==> config.mk <==
export PLATFORM = sky130hd
export DESIGN_NAME = conv_kernel_ctrl
export DESIGN_NICKNAME = d
export VERILOG_FILES = /design/src/hdl/conv_kernel_ctrl.sv
export SDC_FILE = /design/constraint.sdc
export NUM_CORES = 1
export LEC_CHECK = 0
export BUFFER_PORTS_ARGS = -buffer_cell sky130_fd_sc_hd__buf_2
export CORE_AREA = 2 2 39 41
export DETAILED_ROUTE_END_ITERATION = 6
export DIE_AREA = 0 0 41 43
export HOLD_SLACK_MARGIN = 0.06
export PLACE_DENSITY_LB_ADDON = 0.2
export SYNTH_ARGS = -nofsm -noshare
export SYNTH_HDL_FRONTEND = slang
export SYNTH_SLANG_ARGS = --single-unit
==> constraint.sdc <==
create_clock -name clk -period 1 [get_ports clk]
set_input_delay 0.2 -clock clk [delete_from_list [all_inputs] [get_ports clk]]
set_output_delay 0.2 -clock clk [all_outputs]
set_load 0.05 [all_outputs]
==> src/hdl/conv_kernel_ctrl.sv <==
`timescale 1ns/1ps

module conv_kernel_ctrl (
	input  logic       clk,
	input  logic       rst_n,
	input  logic       kernel_valid,
	output logic       kernel_ready,
	input  logic       kernel_flush,
	output logic       roi_ready,
	output logic       kernel_allow,
	input  logic [2:0] mul_in_valid,
	input  logic [2:0] mul_in_last,
	output logic [2:0] shadow_load,
	output logic [2:0] active_load
);

	logic       init_pend;   // waiting for the first kernel
	logic       init_now;    // first kernel moves shadow to active
	logic       shadow_full; // next kernel buffered
	logic       switching;   // column 0 switched, column 2 not yet
	logic [2:0] row_done;    // column takes the row's last roi
	logic       kernel_fire;

	assign row_done    = mul_in_valid & mul_in_last;
	assign kernel_fire = kernel_valid & kernel_ready;

	// no rois until the active taps hold a kernel
	assign roi_ready = ~(init_pend | init_now);

	// shadow frees up as column 2, the last reader, switches
	assign kernel_ready = ~shadow_full | init_pend | row_done[2];

	assign kernel_allow = shadow_full & ~switching;

	assign shadow_load = {3{kernel_fire}};
	assign active_load = {3{init_now}} | row_done; // staggered per column on row end

	always_ff @(posedge clk or negedge rst_n)
	begin
		if (!rst_n)
			init_pend <= 1'b1;
		else if (kernel_flush)
			init_pend <= 1'b1;
		else if (init_pend)
			init_pend <= ~kernel_valid;
	end

	always_ff @(posedge clk or negedge rst_n)
	begin
		if (!rst_n)
			init_now <= 1'b0;
		else
			init_now <= init_pend & kernel_valid & ~kernel_flush;
	end

	always_ff @(posedge clk or negedge rst_n)
	begin
		if (!rst_n)
			shadow_full <= 1'b0;
		else if (kernel_flush | init_now)
			shadow_full <= 1'b0; // initial kernel already copied out
		else if (kernel_ready)
			shadow_full <= kernel_valid;
	end

	always_ff @(posedge clk or negedge rst_n)
	begin
		if (!rst_n)
			switching <= 1'b0;
		else if (kernel_flush)
			switching <= 1'b0;
		else if (row_done[0] | row_done[2])
			switching <= row_done[0];
	end

	// a second row end inside the stagger would leave column 2 on a stale kernel
	a_switch_apart: assert property (@(posedge clk) disable iff (!rst_n)
		!(row_done[0] && row_done[2]))
		else $error("columns 0 and 2 switch kernels in the same cycle");

	a_shadow_safe: assert property (@(posedge clk) disable iff (!rst_n)
		(kernel_fire && shadow_full) |-> row_done[2])
		else $error("kernel written over a shadow that is still pending");

endmodule

==> results of run 1 <==
[flip-flops by register name, indices dropped and copies added, names as in the netlist]
| signal | flops |
|---|---|
| init_now | 1 |
| shadow_full | 1 |
| switching | 1 |
| init_pend | 1 |
[repair_timing]
item                       4_1_cts  5_1_grt
buffers inserted                 1        0
hold buffers                     1        0
pin swaps                        0        1
resized for setup               21        1
setup endpoints to repair        9       10
hold endpoints to repair         4        0
[per-layer routing]
| metal | GRT usage | routed length (um) | vias up |
|---|---|---|---|
| met5 | 0 | 0 | - |
| met4 | 0.100 | 0 | 0 |
| met3 | 0.0157 | 55 | 0 |
| met2 | 0.116 | 299 | 13 |
| met1 | 0.105 | 244 | 104 |
| li1 | - | - | 122 |
[cells in the final DEF (no fill, tap or decap)]
master | synthesis | final
buf_2 | 0 | 9
buf_6 | 0 | 8
buf_4 | 3 | 5
nor2_1 | 3 | 3
clkbuf_4 | 0 | 3
a21o_1 | 2 | 2
dfrtp_1 | 3 | 2
nand2_1 | 1 | 1
nand2_2 | 1 | 1
nand3b_4 | 1 | 1
nor2b_4 | 0 | 1
nand2b_4 | 0 | 1
and2_4 | 0 | 1
inv_1 | 1 | 1
a21o_2 | 1 | 1
a22oi_1 | 1 | 1
a211oi_2 | 1 | 1
clkbuf_1 | 0 | 1
dlygate4sd3_1 | 0 | 1
dfrtp_2 | 0 | 1
dfstp_2 | 1 | 1
buf_8 | 0 | 1
[cells by family after synthesis]
group | count (synthesis)
AOI/OAI and AO/OA | 5
and+or+nand+nor | 9
buffers and inverters | 4
DFF | 4
[path summary, 6_finish.rpt]
kind	from	end	slack, ns	depth (start not counted)
max	init_pend	shadow_load[0]	-0.40	3
min	kernel_flush	init_now	0.17	2
max reg2reg	init_pend	shadow_full	-0.02	4
min reg2reg	init_now	shadow_full	0.58	2
max in group asynchronous	rst_n	init_pend	0.49	2
min in group asynchronous	rst_n	switching	0.30	2
[synthesized netlist by cell type]
cell type / count / area share
nor2_1: 3 / 0.048
inv_1: 1 / 0.016
dfstp_2: 1 / 0.11
nand2_2: 1 / 0.027
buf_4: 3 / 0.097
nor2b_1: 1 / 0.027
a211oi_2: 1 / 0.054
nand2b_1: 1 / 0.027
and2_2: 1 / 0.032
nand3b_4: 1 / 0.086
a21o_2: 1 / 0.038
a22oi_1: 1 / 0.032
a21o_1: 2 / 0.064
nand2_1: 1 / 0.016
dfrtp_1: 3 / 0.32
[worst reg2reg max path, cell delays in order (launching register included)]
cell and delay, ns:
dfstp_2 0.52, nand3b_4 0.12, buf_4 0.12, buf_4 0.10, a211oi_2 0.05
[power groups by stage]
stage	clock network, mW	logic, mW	registers (mW)
after detailed placement	0	0.191	0.185
after global placement	0	0.191	0.185
after floorplan	0	0.146	0.184
final	0.227	0.237	0.184
after CTS	0.244	0.238	0.184
after global routing	0.253	0.251	0.185
[metrics by stage]
step	worst slack, ns	instance area [um2]	std cells
3_3_place_gp	-0.213	357	57
6_report	-0.403	472	63
2_1_floorplan	-0.303	250	22
3_5_place_dp	-0.233	357	57
4_1_cts	-0.415	470	63
5_1_grt	-0.434	472	63
[layout make-up]
| class | instances | area share |
|---|---|---|
| tap | 16 | 0.0424 |
| sequential | 4 | 0.218 |
| clock buffer | 4 | 0.0557 |
| multi-input combinational | 14 | 0.257 |
| timing repair buffer | 24 | 0.419 |
| inverter | 1 | 0.00796 |
==> results_dict.tcl, run 1 <==
set metrics [dict create \
    outcome "finished with violations" \
    violations "setup timing" \
    cts.sinks 4 \
    wl_um 599 \
    timing.setup.tns_ns -2.47 \
    arrival_ns 1.20 \
    ys_ff_latch 4 \
    fillCellCount 146 \
    root_buffer "clkbuf_4" \
    crit_required_ns 0.80 \
    min_period_ns 1.40 \
    maxCapViolations 0 \
    clk_latency_ns 0.24 \
    routedWlPerCell_um 9.51 \
    globalplace.congestion 0.644 \
    max_clock_freq_mhz 713 \
    end_kind "output port" \
    cts_buffer_depth 2 \
    grt_max_degree 6 \
    hold_viol 0 \
    syn_area_um2 233 \
    areaGrowthSynthToFinish_pct 103 \
    ys_types 15 \
    hp-class "in -> reg" \
    initial_utilization 0.168 \
    power.density_nw_per_um2 1370 \
    rows 14 \
    crit_slowest_cell "dfstp_2" \
    finalNetCount 58 \
    slew_viol_final 0 \
    die_w_um 41 \
    synth_compound_area_frac 0.188 \
    first_global_vias 245 \
    grtUsageTotal 0.0878 \
    slowest_delay_ns 0.52 \
    synth_top_family_by_area "simple AND/OR/NAND/NOR gates" \
    worstSetupPathType "reg -> out" \
    pwr-share-comb 0.366 \
    intPower_mw 0.427 \
    crit_fanout 3 \
    synthCells 22 \
    irDropWorstVdd_uv 452 \
    fp.dieH_um 43 \
    cts_tree "built" \
    drtIter0Drc 1 \
    p_switching_mw 0.221 \
    diodes 0 \
    vias 239 \
    ant_nets 0 \
    muxShareOfSynthArea 0 \
    finalCritPeriodShare 1.40 \
    synth.avg_cell_area_um2 10.6 \
    drtPass1Iterations 2 \
    antenna_found_initial 0 \
    synth_xor_area_frac 0 \
    critical-path-top-delay-family "flip-flops" \
    power.share.clock 0.350 \
    power.leakage_nw 0.256 \
    grt_pass1_wl_um 972 \
    portBuffers 18 \
    cp-start-kind "flop" \
    hold_ws_ns 0.167 \
    switching_share 0.341 \
    post-dp-hpwl_um 463 \
    tightestPinTransition_ns 0.170 \
    synth-simple-area-share 0.263 \
    cts_buffers 3 \
    io_pins 19 \
    register_area_um2 103 \
    skew_ns 0.000466 \
    synthAdderAreaFrac 0 \
    relSlewSlack 0.886 \
    setup_ws_ns -0.403 \
    die-area_um2 1760 \
    grt_overflow 0 \
    syn_nets 32 \
    rsz0062_at_grt "yes" \
    seqPwrFrac 0.285 \
    cts.clk_slew.worst_paths_ns 0.04 \
    drc 0 \
    path_cells "nand3b_4, and2_4, buf_6" \
    setup_violations 10 \
    power_mw 0.648 \
    viasPerCell 3.79 \
    htreeDepth 1 \
    fin_util 0.341 \
    ys_warn_count 0 \
    drive_above_1_share 0.745 \
    fp.coreArea_um2 1380 \
    multi_input_area_um2 121 \
    yosysSeqAreaShare 0.435 \
    worst-path-buf-inv 1 \
]
(Power assumes the default switching activity.)
==> run 2, diff against run 1 <==
--- a/config.mk
+++ b/config.mk
@@ -6,9 +6,9 @@
 export NUM_CORES = 1
 export LEC_CHECK = 0
 export BUFFER_PORTS_ARGS = -buffer_cell sky130_fd_sc_hd__buf_2
-export CORE_AREA = 2 2 39 41
+export CORE_AREA = 3 3 40 42
 export DETAILED_ROUTE_END_ITERATION = 6
-export DIE_AREA = 0 0 41 43
+export DIE_AREA = 0 0 43 45
 export HOLD_SLACK_MARGIN = 0.06
 export PLACE_DENSITY_LB_ADDON = 0.2
 export SYNTH_ARGS = -nofsm -noshare
==> results_dict.tcl, run 2 (synthesis results as in run 1) <==
set metrics [dict create \
    hold_path_startpoint "kernel_flush" \
    violations "setup timing" \
    max_clock_freq_mhz 720 \
    maxCapViolations 0 \
    skew_ns 0.00693 \
    io_pins 19 \
    placedCellCount 56 \
    arrival_ns 1.19 \
    fin_area_um2 489 \
    end_kind "output port" \
    drc 0 \
    areaGrowthSynthToFinish_pct 110 \
    crit_required_ns 0.80 \
    hold_end "shadow_full" \
    grt_overflow 0 \
    setup_violations 10 \
    rows 13 \
    cts_tree "built" \
    clk_latency_ns 0.23 \
    setup_ws_ns -0.389 \
    fp.coreArea_um2 1280 \
    wl_um 646 \
    tightestPinTransition_ns 0.178 \
    cts.sinks 4 \
    globalplace.congestion 0.695 \
    min_period_ns 1.39 \
    fp.dieH_um 45 \
    slew_viol_final 0 \
    irDropWorstVdd_uv 675 \
    first_global_vias 281 \
    grt_max_degree 6 \
    die-area_um2 1940 \
    stdcell_count 64 \
    drive_above_1_share 0.755 \
    globalRouteMet3Util 0.0279 \
    cts.clk_slew.worst_paths_ns 0.04 \
    hold_viol 0 \
    power.density_nw_per_um2 1320 \
    grtUsageMet1 0.0680 \
    die_w_um 43 \
    finalNetCount 60 \
    cts_buffer_depth 2 \
    finalCritPeriodShare 1.39 \
    drtPass1Iterations 2 \
    drtIter0Drc 1 \
    worst_r2r_endpoint "shadow_full" \
    postPlaceCellArea_um2 355 \
    portBuffers 18 \
    grt_pass1_wl_um 1030 \
    relSlewSlack 0.881 \
    outcome "finished with violations" \
    initial_utilization 0.181 \
    rsz0062_at_grt "yes" \
    hp-class "in -> reg" \
    crit_fanout 3 \
    root_buffer "clkbuf_4" \
    ff2ff_path_depth 4 \
    cts_buffers 3 \
    routedWlPerCell_um 10.1 \
    holdPathStages 2 \
    final_cell_mix "buf_2, buf_6, buf_4" \
    post-dp-hpwl_um 521 \
    busiest_layer "met2" \
    antenna_found_initial 0 \
    fin_util 0.381 \
    power.leakage_nw 0.267 \
    vias 253 \
    r2r_start "init_pend" \
    gr-usage-met2 0.135 \
    htreeDepth 1 \
    r2r_setup_slack_ns -0.03 \
    worstSetupPathType "reg -> out" \
    diodes 0 \
    ant_nets 0 \
    cp-start-kind "flop" \
    grtUsageTotal 0.0718 \
    fillCellCount 138 \
    viasPerCell 3.95 \
]
run 2: changes by cell type in the layout (fill, tap and decap cells not counted), sizes merged:
cell  before  now
buf       23   25
run 2: area by class of cell:
class,count,area [um2],area share
Inverter,1,3.75,0.00767
Clock buffer,4,26.3,0.0537
Tap cell,15,18.8,0.0384
Sequential cell,4,103,0.210
Timing Repair Buffer,26,216,0.442
Multi-Input combinational cell,14,121,0.248
run 2: power by group:
part           leakage (nW)  total [mW]  internal [mW]  switching (mW)
Sequential           0.0486       0.185          0.175         0.00980
Clock                0.0150       0.214          0.150          0.0648
Combinational         0.203       0.246          0.109           0.138
Total                 0.267       0.646          0.433           0.212
run 2: per-stage QoR:
step | hold WS (ns) | TNS [ns] | power [mW] | setup WS, ns
2_1_floorplan | -0.0956 | -1.22 | 0.330 | -0.303
3_3_place_gp | 0.00830 | -0.793 | 0.375 | -0.217
3_5_place_dp | 0.0110 | -0.854 | 0.377 | -0.233
4_1_cts | 0.165 | -2.62 | 0.661 | -0.407
5_1_grt | 0.180 | -2.90 | 0.683 | -0.427
6_report | 0.179 | -2.46 | 0.646 | -0.389
run 2: layer usage:
metal  vias up  part of all wire  wire [um]
met3         0              0.12         75
met2        13              0.54        349
met1       116              0.34        221
li1        124                 -          -
met5         -                 0          0
met4         0                 0          0
run 2: critical path, cell delays in order (launching register included):
cell,delay [ns]
dfstp_2,0.52
nand3b_4,0.12
and2_4,0.16
buf_6,0.15
run 2: worst max-delay path by stage:
stage / startpoint / end / slack [ns]
3_3_place_gp: init_pend / shadow_load[2] / -0.22
6_report: init_pend / shadow_load[1] / -0.39
3_5_place_dp: init_pend / shadow_load[1] / -0.23
4_1_cts: init_pend / shadow_load[1] / -0.41
2_1_floorplan: init_pend / shadow_load[0] / -0.30
5_1_grt: init_pend / shadow_load[0] / -0.43
run 2: timing repair:
action / CTS / global route
pin swaps: 1 / 0
endpoints found under the setup margin: 9 / 10
endpoints found under the hold margin: 4 / 0
buffers inserted: 2 / 1
hold buffers: 1 / 0
resized for setup: 21 / 2
