--- src/hdl/conv_consts.svh ---
`ifndef CONV_CONSTS_SVH
`define CONV_CONSTS_SVH

// pixel and coefficient word, signed
`define CONV_DW       16
// fraction bits of a kernel coefficient
`define CONV_FRAC     10

// guard bits kept in the column and final sums
`define CONV_EXT_INT  4
`define CONV_EXT_FRAC 4

// valid part of a result, binary point sits CONV_EXT_FRAC above bit 0
`define CONV_RES_W    (`CONV_EXT_INT + `CONV_DW + `CONV_EXT_FRAC)

// result word as it leaves the unit
`define CONV_OUT_W    32

// widest feature map, sets the output column index width
`define CONV_MAX_W    512

`endif
--- src/hdl/conv_pkg.sv ---
`include "conv_consts.svh"

package conv_pkg;

	// one feature map column, three vertically adjacent pixels
	typedef struct packed {
		logic [2:0][`CONV_DW-1:0] pix; // pix[0] is row 0
		logic                     last; // end of the input row
		logic                     user; // last group of the map
	} ft_col_t;

	// 3x3 word, column major
	// taps[x*3+y] and cols[x][y] name the same word, x1y1 first, x3y3 last
	typedef union packed {
		logic [8:0][`CONV_DW-1:0]      taps;
		logic [2:0][2:0][`CONV_DW-1:0] cols; // cols[x] is one kernel column
	} win9_u;

	typedef struct packed {
		win9_u win;
		logic  last; // last roi of the row
	} roi_t;

	// held stable while a map streams
	typedef struct packed {
		logic        kernel_3x3; // low selects 1x1, both pads forced on
		logic        pad_left;
		logic        pad_right;
		logic [15:0] out_w_m1;   // output width - 1
		logic [2:0]  h_step_m1;  // horizontal stride - 1
		logic        drop_first; // keep phase stride-1 instead of 0
	} conv_cfg_t;

	typedef struct packed {
		logic [`CONV_OUT_W-1:0] data; // sign extended from CONV_RES_W
		logic                   last; // end of output row
	} res_t;

endpackage

--- src/hdl/conv_roi_gen.sv ---
`timescale 1ns/1ps
`include "conv_consts.svh"

module conv_roi_gen
	import conv_pkg::*;
(
	input  logic      clk,
	input  logic      rst_n,
	input  conv_cfg_t cfg,
	input  ft_col_t   col,
	input  logic      col_valid,
	output logic      col_ready,
	output roi_t      roi,
	output logic      roi_valid,
	input  logic      roi_ready,
	input  logic      kernel_allow
);

	localparam int CID_W = $clog2(`CONV_MAX_W);

	logic [2:0][`CONV_DW-1:0] col_now; // x3 of the window
	logic [2:0][`CONV_DW-1:0] col_b0;  // x2, previous column
	logic [2:0][`CONV_DW-1:0] col_b1;  // x1, zero right after the first column
	logic [3:0]               pos;     // first, second, steady, right pad
	logic                     need_lpad;
	logic                     need_rpad;
	logic [7:0]               step_cnt; // one-hot candidate phase within a stride
	logic [7:0]               step_mask;
	logic                     step_last;
	logic                     step_wrap;
	logic                     skip;       // current candidate is not kept
	logic                     row_end_ok; // row-last column may be taken
	logic                     col_fire;
	logic                     rpad_go;    // leave the right pad slot
	logic                     cand_go;    // a candidate window is consumed
	logic                     pos_go;
	logic [CID_W-1:0]         cid;        // output column index

	// 1x1 runs as a padded 3x3
	assign need_lpad = ~cfg.kernel_3x3 | cfg.pad_left;
	assign need_rpad = ~cfg.kernel_3x3 | cfg.pad_right;

	assign step_mask = 8'd1 << cfg.h_step_m1;
	assign step_last = |(step_cnt & step_mask);
	// last candidate of a row restarts the phase
	assign step_wrap = pos[3] | step_last | (pos[2] & col.last & ~need_rpad);
	assign skip      = cfg.drop_first ? ~step_last : ~step_cnt[0];

	// next row's kernel must be buffered before this row closes, unless the map is done
	assign row_end_ok = ~col.last | col.user | kernel_allow;

	assign col_ready = pos[0]
		| (pos[1] & (~need_lpad | skip | roi_ready))
		| (pos[2] & row_end_ok & (skip | roi_ready));
	assign col_fire = col_valid & col_ready;

	assign roi_valid = ~skip & ((pos[1] & col_valid & need_lpad)
		| (pos[2] & col_valid & row_end_ok)
		| (pos[3] & need_rpad));

	// right pad slot needs no input column
	assign rpad_go = pos[3] & (~need_rpad | skip | roi_ready);
	assign cand_go = (col_fire & (pos[2] | (pos[1] & need_lpad))) | rpad_go;
	assign pos_go  = (col_fire & (pos[0] | pos[1] | (pos[2] & col.last))) | rpad_go;

	assign col_now = pos[3] ? '0 : col.pix; // zero column on the right

	always_comb
	begin
		for (int y = 0; y < 3; y++)
		begin
			roi.win.taps[y]     = col_b1[y];
			roi.win.taps[3 + y] = col_b0[y];
			roi.win.taps[6 + y] = col_now[y];
		end
		roi.last = cid == cfg.out_w_m1[CID_W-1:0];
	end

	// column history
	always_ff @(posedge clk)
	begin
		if (col_fire)
		begin
			col_b0 <= col_now;
			col_b1 <= pos[0] ? '0 : col_b0; // left pad column
		end
	end

	always_ff @(posedge clk or negedge rst_n)
	begin
		if (!rst_n)
			pos <= 4'b0001;
		else if (pos_go)
			pos <= {pos[2:0], pos[3]}; // right pad wraps back to first
	end

	always_ff @(posedge clk or negedge rst_n)
	begin
		if (!rst_n)
			step_cnt <= 8'd1;
		else if (cand_go)
			step_cnt <= step_wrap ? 8'd1 : {step_cnt[6:0], step_cnt[7]};
	end

	// counts kept windows only
	always_ff @(posedge clk or negedge rst_n)
	begin
		if (!rst_n)
			cid <= '0;
		else if (roi_valid & roi_ready)
			cid <= roi.last ? '0 : cid + 1'b1;
	end

	a_pos_onehot: assert property (@(posedge clk) disable iff (!rst_n) $onehot(pos))
		else $error("roi generator column position is not one-hot");

endmodule

--- config.mk ---
export PLATFORM = sky130hd
export DESIGN_NAME = conv_roi_gen
export DESIGN_NICKNAME = d
export VERILOG_FILES = /design/src/hdl/conv_pkg.sv /design/src/hdl/conv_roi_gen.sv
export VERILOG_INCLUDE_DIRS = /design/src /design/src/hdl
export SDC_FILE = /design/constraint.sdc
export NUM_CORES = 1
export LEC_CHECK = 0
export ABC_CLOCK_PERIOD_IN_PS = 6700
export BUFFER_PORTS_ARGS = -buffer_cell sky130_fd_sc_hd__buf_2
export CAP_MARGIN = 30
export CORE_ASPECT_RATIO = 0.75
export CORE_MARGIN = 3
export CORE_UTILIZATION = 44
export CTS_CLUSTER_DIAMETER = 100
export DETAILED_ROUTE_END_ITERATION = 10
export PLACE_DENSITY = 0.84
export SYNTH_ARGS = -nofsm -noshare
export SYNTH_HDL_FRONTEND = slang
export SYNTH_SLANG_ARGS = --single-unit
--- constraint.sdc ---
create_clock -name clk -period 6.7 [get_ports clk]
set_input_delay 0.335 -clock clk [delete_from_list [all_inputs] [get_ports clk]]
set_output_delay 0.335 -clock clk [all_outputs]
set_load 0.02 [all_outputs]
==> run metrics, run 1 <==
die area 12,700 um2; Critical Path End Type flip-flop; vias per cell 5.02; n_diodes 0; area share of the largest cell type after synthesis 57.6%; initial drt markers 194; hpwl dp 8.34 mm; clk buf depth 2; initial antenna violation count 0; clock-pin slew on the worst setup and hold paths 0.06 ns; Max-Cap Viols 0; Worst Reg-to-Reg Cells 5; worst path required time 6.71 ns; post-detailed-routing wire length 11.7 mm; status finished, final reports clean; total CTS buffers 17; Leakage 3.04 nW; Register Area 3410 um2; Final setup viols 0; fin crit period 3.01 ns; fraction of layout instances using a drive strength above 1 44.7%; Mean Syn Cell Area 14.1 um2; worst skew pair latency 0.39 ns; Final Net Count 657; hold path depth 2; Yosys top cell by area edfxtp_1; chip width 129 um; number of synthesized flops with an enable pin 96; grt total ovfl 0; hold_buf cts 1; critical path peak fanout 63; max incr delay on CP 0.70 ns; Starting Density 45.4%; core footprint 11,000 um2; total track usage 17.6%; fmax 332 MHz; CTS tree built; Area Growth Syn to Fin 36.9%; Mapped Nets 435; critical path launch point type flip-flop; Slowest cell on crit path buf_4; # rows 33; Synth Flop Type edfxtp_1; critical path cell sequence buf_12 > nor4_1 > nor2_1 > and3_4 > buf_4; drt wl/cell 15.9 um; top-level port count 225; Root Driver clkbuf_16; asr flop ratio synth 17.9%; via count 3,666; Post-CTS Setup Bufs 0; synth warn 0; worst endpoint data arrival time 3.03 ns; PostCTS Resize Cnt 0; CP Class reg -> reg; Setup Skew 0.00915 ns; pin count of the biggest net entering global routing 64; Pwr Density 471 nW/um2; Min-Delay Path Class in -> reg; Sink Count 117; Hold Fails Final Rpt 0; Placer Congestion 0.905; Total Power 3.23 mW; area of the multi-input gates 1480 um2; dominant cell by count in the synthesized netlist nor2b_1; first-pass GRT wire length 17.6 mm; sequential fraction of the synthesis area 68.1%; vias in the first global route 3,505; DP Area 6230 um2; flops & latches, synth 117; H-tree depth 4; RSZ-0062 raised after global routing false; Final Max Slew Viols 0; post-synthesis cell area 5010 um2; Routed Antenna Nets 0; Synth cell types 51; most common library cells after synthesis nor2b_1 (99), edfxtp_1 (96), dfrtp_1 (19), clkbuf_1 (14), inv_1 (14); number of remaining DRC errors 0; # port buffers 217; relative slew slack 33.1%; Die Y-Extent 98.4 um; fin area 6850 um2; Area contributors post-synth edfxtp_1 (58%), nor2b_1 (12%), dfrtp_1 (9.5%), xor2_1 (1.6%), a22o_1 (1.2%); Setup TNS Final 0 ns; fillers 863; VDD IR max 0.281 mV; fin crit share 44.9%; Cells after Synth 356; router iterations before antenna repair 5; worst-margin pin slew 1.00 ns; post-layout util 62.2%
-- worst paths after layout --
path                             start          end  slack [ns]
max reg2reg                     pos[0]      roi[83]        3.69
max in group asynchronous        rst_n       pos[3]        5.91
max                             pos[0]      roi[83]        3.69
min in group asynchronous        rst_n       cid[3]        0.43
min                            col[41]      roi[88]        0.27
min reg2reg                step_cnt[0]  step_cnt[0]        0.50
-- power by group --
part / leakage [nW] / switching, mW / internal [mW]
clock network: 0.297 / 0.309 / 0.620
registers: 1.21 / 0.165 / 1.08
logic: 1.54 / 0.713 / 0.343
total: 3.04 / 1.19 / 2.04
-- registers in the layout (all words and copies together) (netlist names) --
name      cells
roi          96
cid           9
step_cnt      8
pos           4
-- cell type report --
type	instances	share of cell area (%)
clock buffer	18	6.26
clock inverter	14	2.70
inverter	14	0.767
multi-input combinational	208	21.5
sequential	117	49.8
tap	140	2.56
timing repair buffer	220	16.4
-- worst max-delay path, delay by kind of cell (launching register included) --
kind	cells	cell delay, ns
and+or+nand+nor	3	0.92
buffers and inverters	2	0.95
DFF	1	0.68
-- placed cells by master, fill, tap and decap left out, drive strengths merged, types with 2 or more instances in the layout --
master      n
dfrtp      19
dfstp       2
bufinv      4
edfxtp     96
o31ai       4
buf       219
nor2b      99
a2111oi     3
xor2        9
inv        14
o41ai       4
a22oi       2
nor2        6
nor3        3
clkbuf     18
nand2       7
nor4        3
clkinv      8
o22ai       4
mux2i       5
a22o        7
clkinvlp    2
and3        4
nand4       4
a21oi       2
nand3      10
nand2b      4
o21ai       2
a31oi       8
a211oi      2
-- layer usage --
metal	global-route usage (%)	up-vias	wire [um]
met1	22.0	1705	4820
met4	5.65	0	193
li1	-	1749	-
met3	5.69	15	919
met5	0	-	0
met2	29.2	197	5720
-- per-stage QoR --
step	setup WS, ns	cells	hold WS [ns]
after floorplan	2.88	356	0.0394
after global placement	3.38	697	0.309
after detailed placement	3.67	698	0.318
after CTS	3.66	731	0.250
after global routing	3.53	731	0.272
final	3.69	731	0.268
-- cells by family after synthesis --
logic type	Yosys count	share of synthesized area [%]
DFF	117	68.1
muxes	6	1.30
and+or+nand+nor	147	18.3
xor gates and xnor gates	9	1.57
adders and majority gates	1	0.250
AOI/OAI and AO/OA	45	7.97
buffers and inverters	31	2.52
Note: power is estimated with default switching activity, not from simulation.
==> run 2: changes to the inputs <==
ABC_CLOCK_PERIOD_IN_PS = 3000   (was 6700)
clock period = 3 ns   (was 6.7 ns; I/O delays follow)
==> run 2 against run 1 <==
Hold slack lost 0.18 ns; critical path type unchanged; utilization grew 0.12 points; flip-flop and latch count is the same; largest power group unchanged; non-clock buffer count grew 4; clock power grew 110%; largest cell class unchanged; critical path depth is the same; fmax grew 29%.
==> run metrics, run 2 (synthesis results as in run 1) <==
status finished, final reports clean; met2 Use GR 31.6% (+2.5 points); Total Power 7.17 mW (+120%); CP Class reg -> reg; die area 12,700 um2 (unchanged); Hold Path End roi[75]; Worst Reg-to-Reg Cells 5 (unchanged); Sink Count 117 (unchanged); Setup TNS Final 0 ns (unchanged); worst path required time 3.10 ns (-3.61 ns); core footprint 11,000 um2 (unchanged); worst-margin pin slew 0.647 ns (-0.356 ns); Setup Skew 0.0129 ns (+0.00372 ns); critical path peak fanout 34 (-46%); Critical Path End Type flip-flop; clock-pin slew on the worst setup and hold paths 0.05 ns (about the same); Hold Fails Final Rpt 0 (unchanged); Die Y-Extent 98.4 um (unchanged); critical path launch point type flip-flop; max reg flops 96 (unchanged); H-tree depth 4 (unchanged); met3 usage 6.56% (+0.87 points); relative slew slack 56.8% (+24 points); worst skew pair latency 0.40 ns (about the same); grt total ovfl 0 (unchanged); drt wl/cell 16.6 um (+4.2%); Final Max Slew Viols 0 (unchanged); Final setup viols 0 (unchanged); Area Growth Syn to Fin 37.1%; first-pass GRT wire length 18.7 mm (+6.2%); Hold Startpoint col[28]; hpwl dp 8.85 mm (+6.2%); RR Endpoint roi[7]; fillers 853 (-1.2%); n_diodes 0 (unchanged); critical path cell sequence buf_4 > nor4_1 > nor2_1 > and3_4 > buf_4; chip width 129 um (unchanged); number of remaining DRC errors 0 (unchanged); Final Net Count 661 (+0.61%); initial drt markers 117 (-40%); Slowest cell on crit path and3_4; fmax 428 MHz (+29%); # rows 33 (unchanged); Pwr Density 1040 nW/um2 (+120%); most frequent cells in the layout buf_2 (217), nor2b_1 (99), edfxtp_1 (96); CTS tree built; Min-Delay Path Class in -> reg; hold_buf cts 1 (unchanged); post-detailed-routing wire length 12.2 mm (+4.6%); fin crit period 2.34 ns (-0.674 ns); top-level port count 225 (unchanged); total CTS buffers 17 (unchanged); total track usage 19.1% (+1.5 points); Post-CTS Setup Bufs 0 (unchanged); met1 Use GR 23.4% (+1.4 points); Root Driver clkbuf_16; VDD IR max 0.585 mV (+110%); PostCTS Resize Cnt 0 (unchanged); via count 3,733 (+1.8%); worst endpoint data arrival time 2.43 ns (-0.60 ns); vias in the first global route 3,759 (+7.2%); hold path depth 2 (unchanged); RSZ-0062 raised after global routing false; # port buffers 217 (unchanged); initial antenna violation count 0 (unchanged); Placer Congestion 0.901 (-0.39%); fraction of layout instances using a drive strength above 1 44.9% (+0.28 points); Routed Antenna Nets 0 (unchanged); Leakage 3.04 nW (about the same); R2R Setup Slk 0.66 ns (-3.03 ns); busiest layer in global routing met2; vias per cell 5.09 (+1.4%); pin count of the biggest net entering global routing 44 (-31%); most frequent CP cell buf_4; most common cell after layout, fill and taps aside buf_2; max incr delay on CP 0.58 ns (-0.12 ns); RR Startpoint pos[0]; clk buf depth 2 (unchanged); fin crit share 77.9% (+33 points); Max-Cap Viols 0 (unchanged); Starting Density 45.4% (unchanged); router iterations before antenna repair 6 (+1)
-- run 2: cell count changes in the layout (fill, tap and decap cells not counted) --
cell        delta
buf_12         +1
buf_4          +3
bufinv_16      -1
clkbuf_1       -1
clkinv_1       +1
clkinv_2       -1
clkinv_4       -2
clkinvlp_4     +2
inv_6          +1
-- run 2: worst max path at each step --
stage | cells past startpoint | start | slack [ns] | endpoint
2_1_floorplan | 4 | pos[0] | 0.27 | roi[10]
3_3_place_gp | 5 | pos[0] | 0.71 | roi[6]
3_5_place_dp | 5 | pos[0] | 0.65 | roi[6]
4_1_cts | 5 | pos[0] | 0.65 | roi[7]
5_1_grt | 5 | pos[0] | 0.51 | roi[7]
6_report | 5 | pos[0] | 0.66 | roi[7]
-- run 2: where the power goes --
group | internal [mW] | total (mW) | leakage (nW) | switching [mW]
registers | 2.41 | 2.68 | 1.21 | 0.271
clock network | 1.29 | 1.98 | 0.276 | 0.687
logic | 0.791 | 2.51 | 1.56 | 1.72
total | 4.49 | 7.17 | 3.04 | 2.68
-- run 2: area by class of cell --
type	instances	area, um2	area share [%]
sequential	117	3410	49.7
timing repair buffer	224	1170	17.0
clock inverter	14	160	2.33
multi-input combinational	208	1480	21.5
inverter	14	52.6	0.765
tap	140	175	2.55
clock buffer	17	425	6.20
-- run 2: through the flow --
stage / hold slack, ns / instances / utilization, % / instance area [um2] / setup WS (ns)
floorplan: -0.146 / 356 / - / 5010 / 0.266
detailed placement: 0.149 / 702 / 56.9 / 6270 / 0.652
CTS: 0.0720 / 734 / 62.3 / 6870 / 0.646
finish: 0.0877 / 734 / 62.3 / 6870 / 0.663
global placement: 0.143 / 702 / 56.9 / 6270 / 0.710
global route: 0.0906 / 734 / 62.3 / 6870 / 0.514
-- run 2: critical path: cells and delay by family (launching register included) --
family                 cells  cell delay [ns]
DFF                        1             0.53
buffers and inverters      2             0.55
and+or+nand+nor            3             0.96
-- run 2: routing by layer --
layer  wire (um)  part of all wire, %  vias to the layer above
met4         104                 0.85                        0
li1            -                    -                     1757
met2        6030                   49                      164
met1        5120                   42                     1803
met5           0                    0                        -
met3         931                  7.6                        9
==> run 3: changes to the inputs <==
ABC_CLOCK_PERIOD_IN_PS = 2100   (was 3000)
CORE_UTILIZATION = 43   (was 44)
PLACE_DENSITY = 0.85   (was 0.84)
clock period = 2.1 ns   (was 3 ns; I/O delays follow)
==> run 3 against run 2 <==
Setup slack lost 0.58 ns; sequential power grew 40%; global-route usage shrank 0.68 points; die area grew 2.2%; largest cell class unchanged; first-iteration DRC count grew 75%; via count grew 0.35%; total power grew 45%; register-to-register slack lost 0.51 ns.
==> run metrics, run 3 (synthesis results as in run 1) <==
status finished, final reports clean; met3 usage 5.85% (-0.71 points); met1 Use GR 22.5% (-0.91 points); hpwl dp 8.73 mm (-1.3%); CTS tree built; post-detailed-routing wire length 12.1 mm (-0.34%); clock-pin slew on the worst setup and hold paths 0.05 ns (about the same); worst path required time 2.00 ns (-1.10 ns); Final Max Slew Viols 0 (unchanged); grt total ovfl 0 (unchanged); Min-Delay Path Class in -> reg; n_diodes 0 (unchanged); worst-margin pin slew 0.565 ns (-0.0812 ns); chip width 131 um (+1.1%); fin area 6990 um2 (+1.9%); Final setup viols 0 (unchanged); Routed Antenna Nets 0 (unchanged); initial drt markers 205 (+75%); fillers 887 (+4.0%); Final Net Count 671 (+1.5%); router iterations before antenna repair 4 (-2); Critical Path End Type output pin; Setup Skew 0.00988 ns (-0.00298 ns); busiest layer in global routing met2; total CTS buffers 17 (unchanged); VDD IR max 0.749 mV (+28%); Area Growth Syn to Fin 39.7%; max reg flops 96 (unchanged); critical path peak fanout 5 (-85%); fmax 495 MHz; Die Y-Extent 99.5 um (+1.1%); core footprint 11,100 um2 (+1.1%); relative slew slack 62.3% (+5.6 points); CP Class reg -> out; Root Driver clkbuf_16; top-level port count 225 (unchanged); critical path launch point type flip-flop; DP Area 6340 um2 (+1.0%); number of remaining DRC errors 0 (unchanged); Max-Cap Viols 0 (unchanged); area of the multi-input gates 1490 um2 (+1.3%); clk buf depth 2 (unchanged); worst hold slack 0.0371 ns (-0.0506 ns); H-tree depth 4 (unchanged); worst endpoint data arrival time 1.91 ns (-0.52 ns); Leakage 3.12 nW (+2.5%); initial antenna violation count 0 (unchanged); worst skew pair latency 0.40 ns (about the same); fraction of layout instances using a drive strength above 1 46.6% (+1.7 points); # rows 33 (unchanged); vias in the first global route 3,736 (-0.61%); most frequent cells in the layout buf_2 (217), nor2b_1 (99), edfxtp_1 (96); Starting Density 44.9% (-0.50 points); vias per cell 5.03 (-1.1%); met2 Use GR 30.9% (-0.72 points); Register Area 3410 um2 (unchanged); Pwr Density 1490 nW/um2 (+43%); fin crit share 96.1%; Hold Fails Final Rpt 0 (unchanged); most common cell after layout, fill and taps aside buf_2; via count 3,746 (+0.35%); fin crit period 2.02 ns; total track usage 18.4% (-0.68 points); drt wl/cell 16.3 um (-1.8%); die area 13,000 um2 (+2.2%); first-pass GRT wire length 18.4 mm (-1.3%); R2R Setup Slk 0.15 ns (-0.51 ns); # port buffers 217 (unchanged); Sink Count 117 (unchanged); Placer Congestion 0.911 (+1.0%); pin count of the biggest net entering global routing 51 (+16%)
-- run 3: cell count changes in the layout (fill, tap and decap cells not counted) --
cell        previous run  this run
a31oi_4                0         1
inv_8                  0         1
a31oi_2                2         1
clkinv_1               2         0
buf_4                  4        13
clkinv_2               3         4
nand3_2                0         1
clkinv_4               1         5
nor3_1                 2         1
buf_12                 2         3
clkinvlp_4             4         1
nor3_2                 1         2
nand3_1               10         9
-- run 3: final timing paths --
path,start,end,cells after the start
max,step_cnt[0],col_ready,6
min,col[26],roi[73],2
max reg2reg,step_cnt[0],cid[4],7
min reg2reg,step_cnt[0],step_cnt[0],2
max in group asynchronous,rst_n,pos[3],2
min in group asynchronous,rst_n,cid[1],2
-- run 3: metal layers --
metal	routed length [um]	part of all wire, %	vias up
li1	-	-	1779
met1	5050	42	1771
met2	6040	50	181
met3	903	7.4	15
met4	150	1.2	0
met5	0	0	-
-- run 3: what timing repair did --
item                                   CTS  global route
setup endpoints to repair                1             5
endpoints found under the hold margin   19             0
hold buffers                             1             0
pin swaps                                0             2
buffers inserted                         0             3
gates resized for setup                  1             2
-- run 3: layout make-up --
class	count	area share, %
flip-flops and latches	117	48.8
multi-input cells	208	21.4
repair buffers	234	17.9
clock buffers	17	6.08
clock inverters	15	2.59
well taps	140	2.50
inverters	14	0.751
-- run 3: where the power goes --
| group | switching (mW) | internal [mW] | total, mW |
|---|---|---|---|
| registers | 0.318 | 3.44 | 3.76 |
| clock network | 1.05 | 1.88 | 2.93 |
| logic | 2.53 | 1.20 | 3.73 |
| total | 3.89 | 6.52 | 10.4 |
-- run 3: critical path: stages, from the launching register on --
cell	delay [ns]
dfstp_2	0.55
mux2i_1	0.11
a22oi_4	0.22
nand4_1	0.16
buf_4	0.19
and2_1	0.14
buf_2	0.15
-- run 3: stage by stage --
stage | utilization, % | setup slack (ns) | setup TNS [ns] | cells | power (mW)
3_3_place_gp | 56.8 | 0.182 | 0 | 709 | 7.41
2_1_floorplan | - | -0.137 | -13.15 | 356 | 6.14
3_5_place_dp | 56.8 | 0.166 | 0 | 709 | 7.51
4_1_cts | 62.4 | 0.0147 | 0 | 742 | 10.5
6_report | 62.7 | 0.0817 | 0 | 745 | 10.4
5_1_grt | 62.7 | -0.0166 | -0.0166 | 745 | 11.0
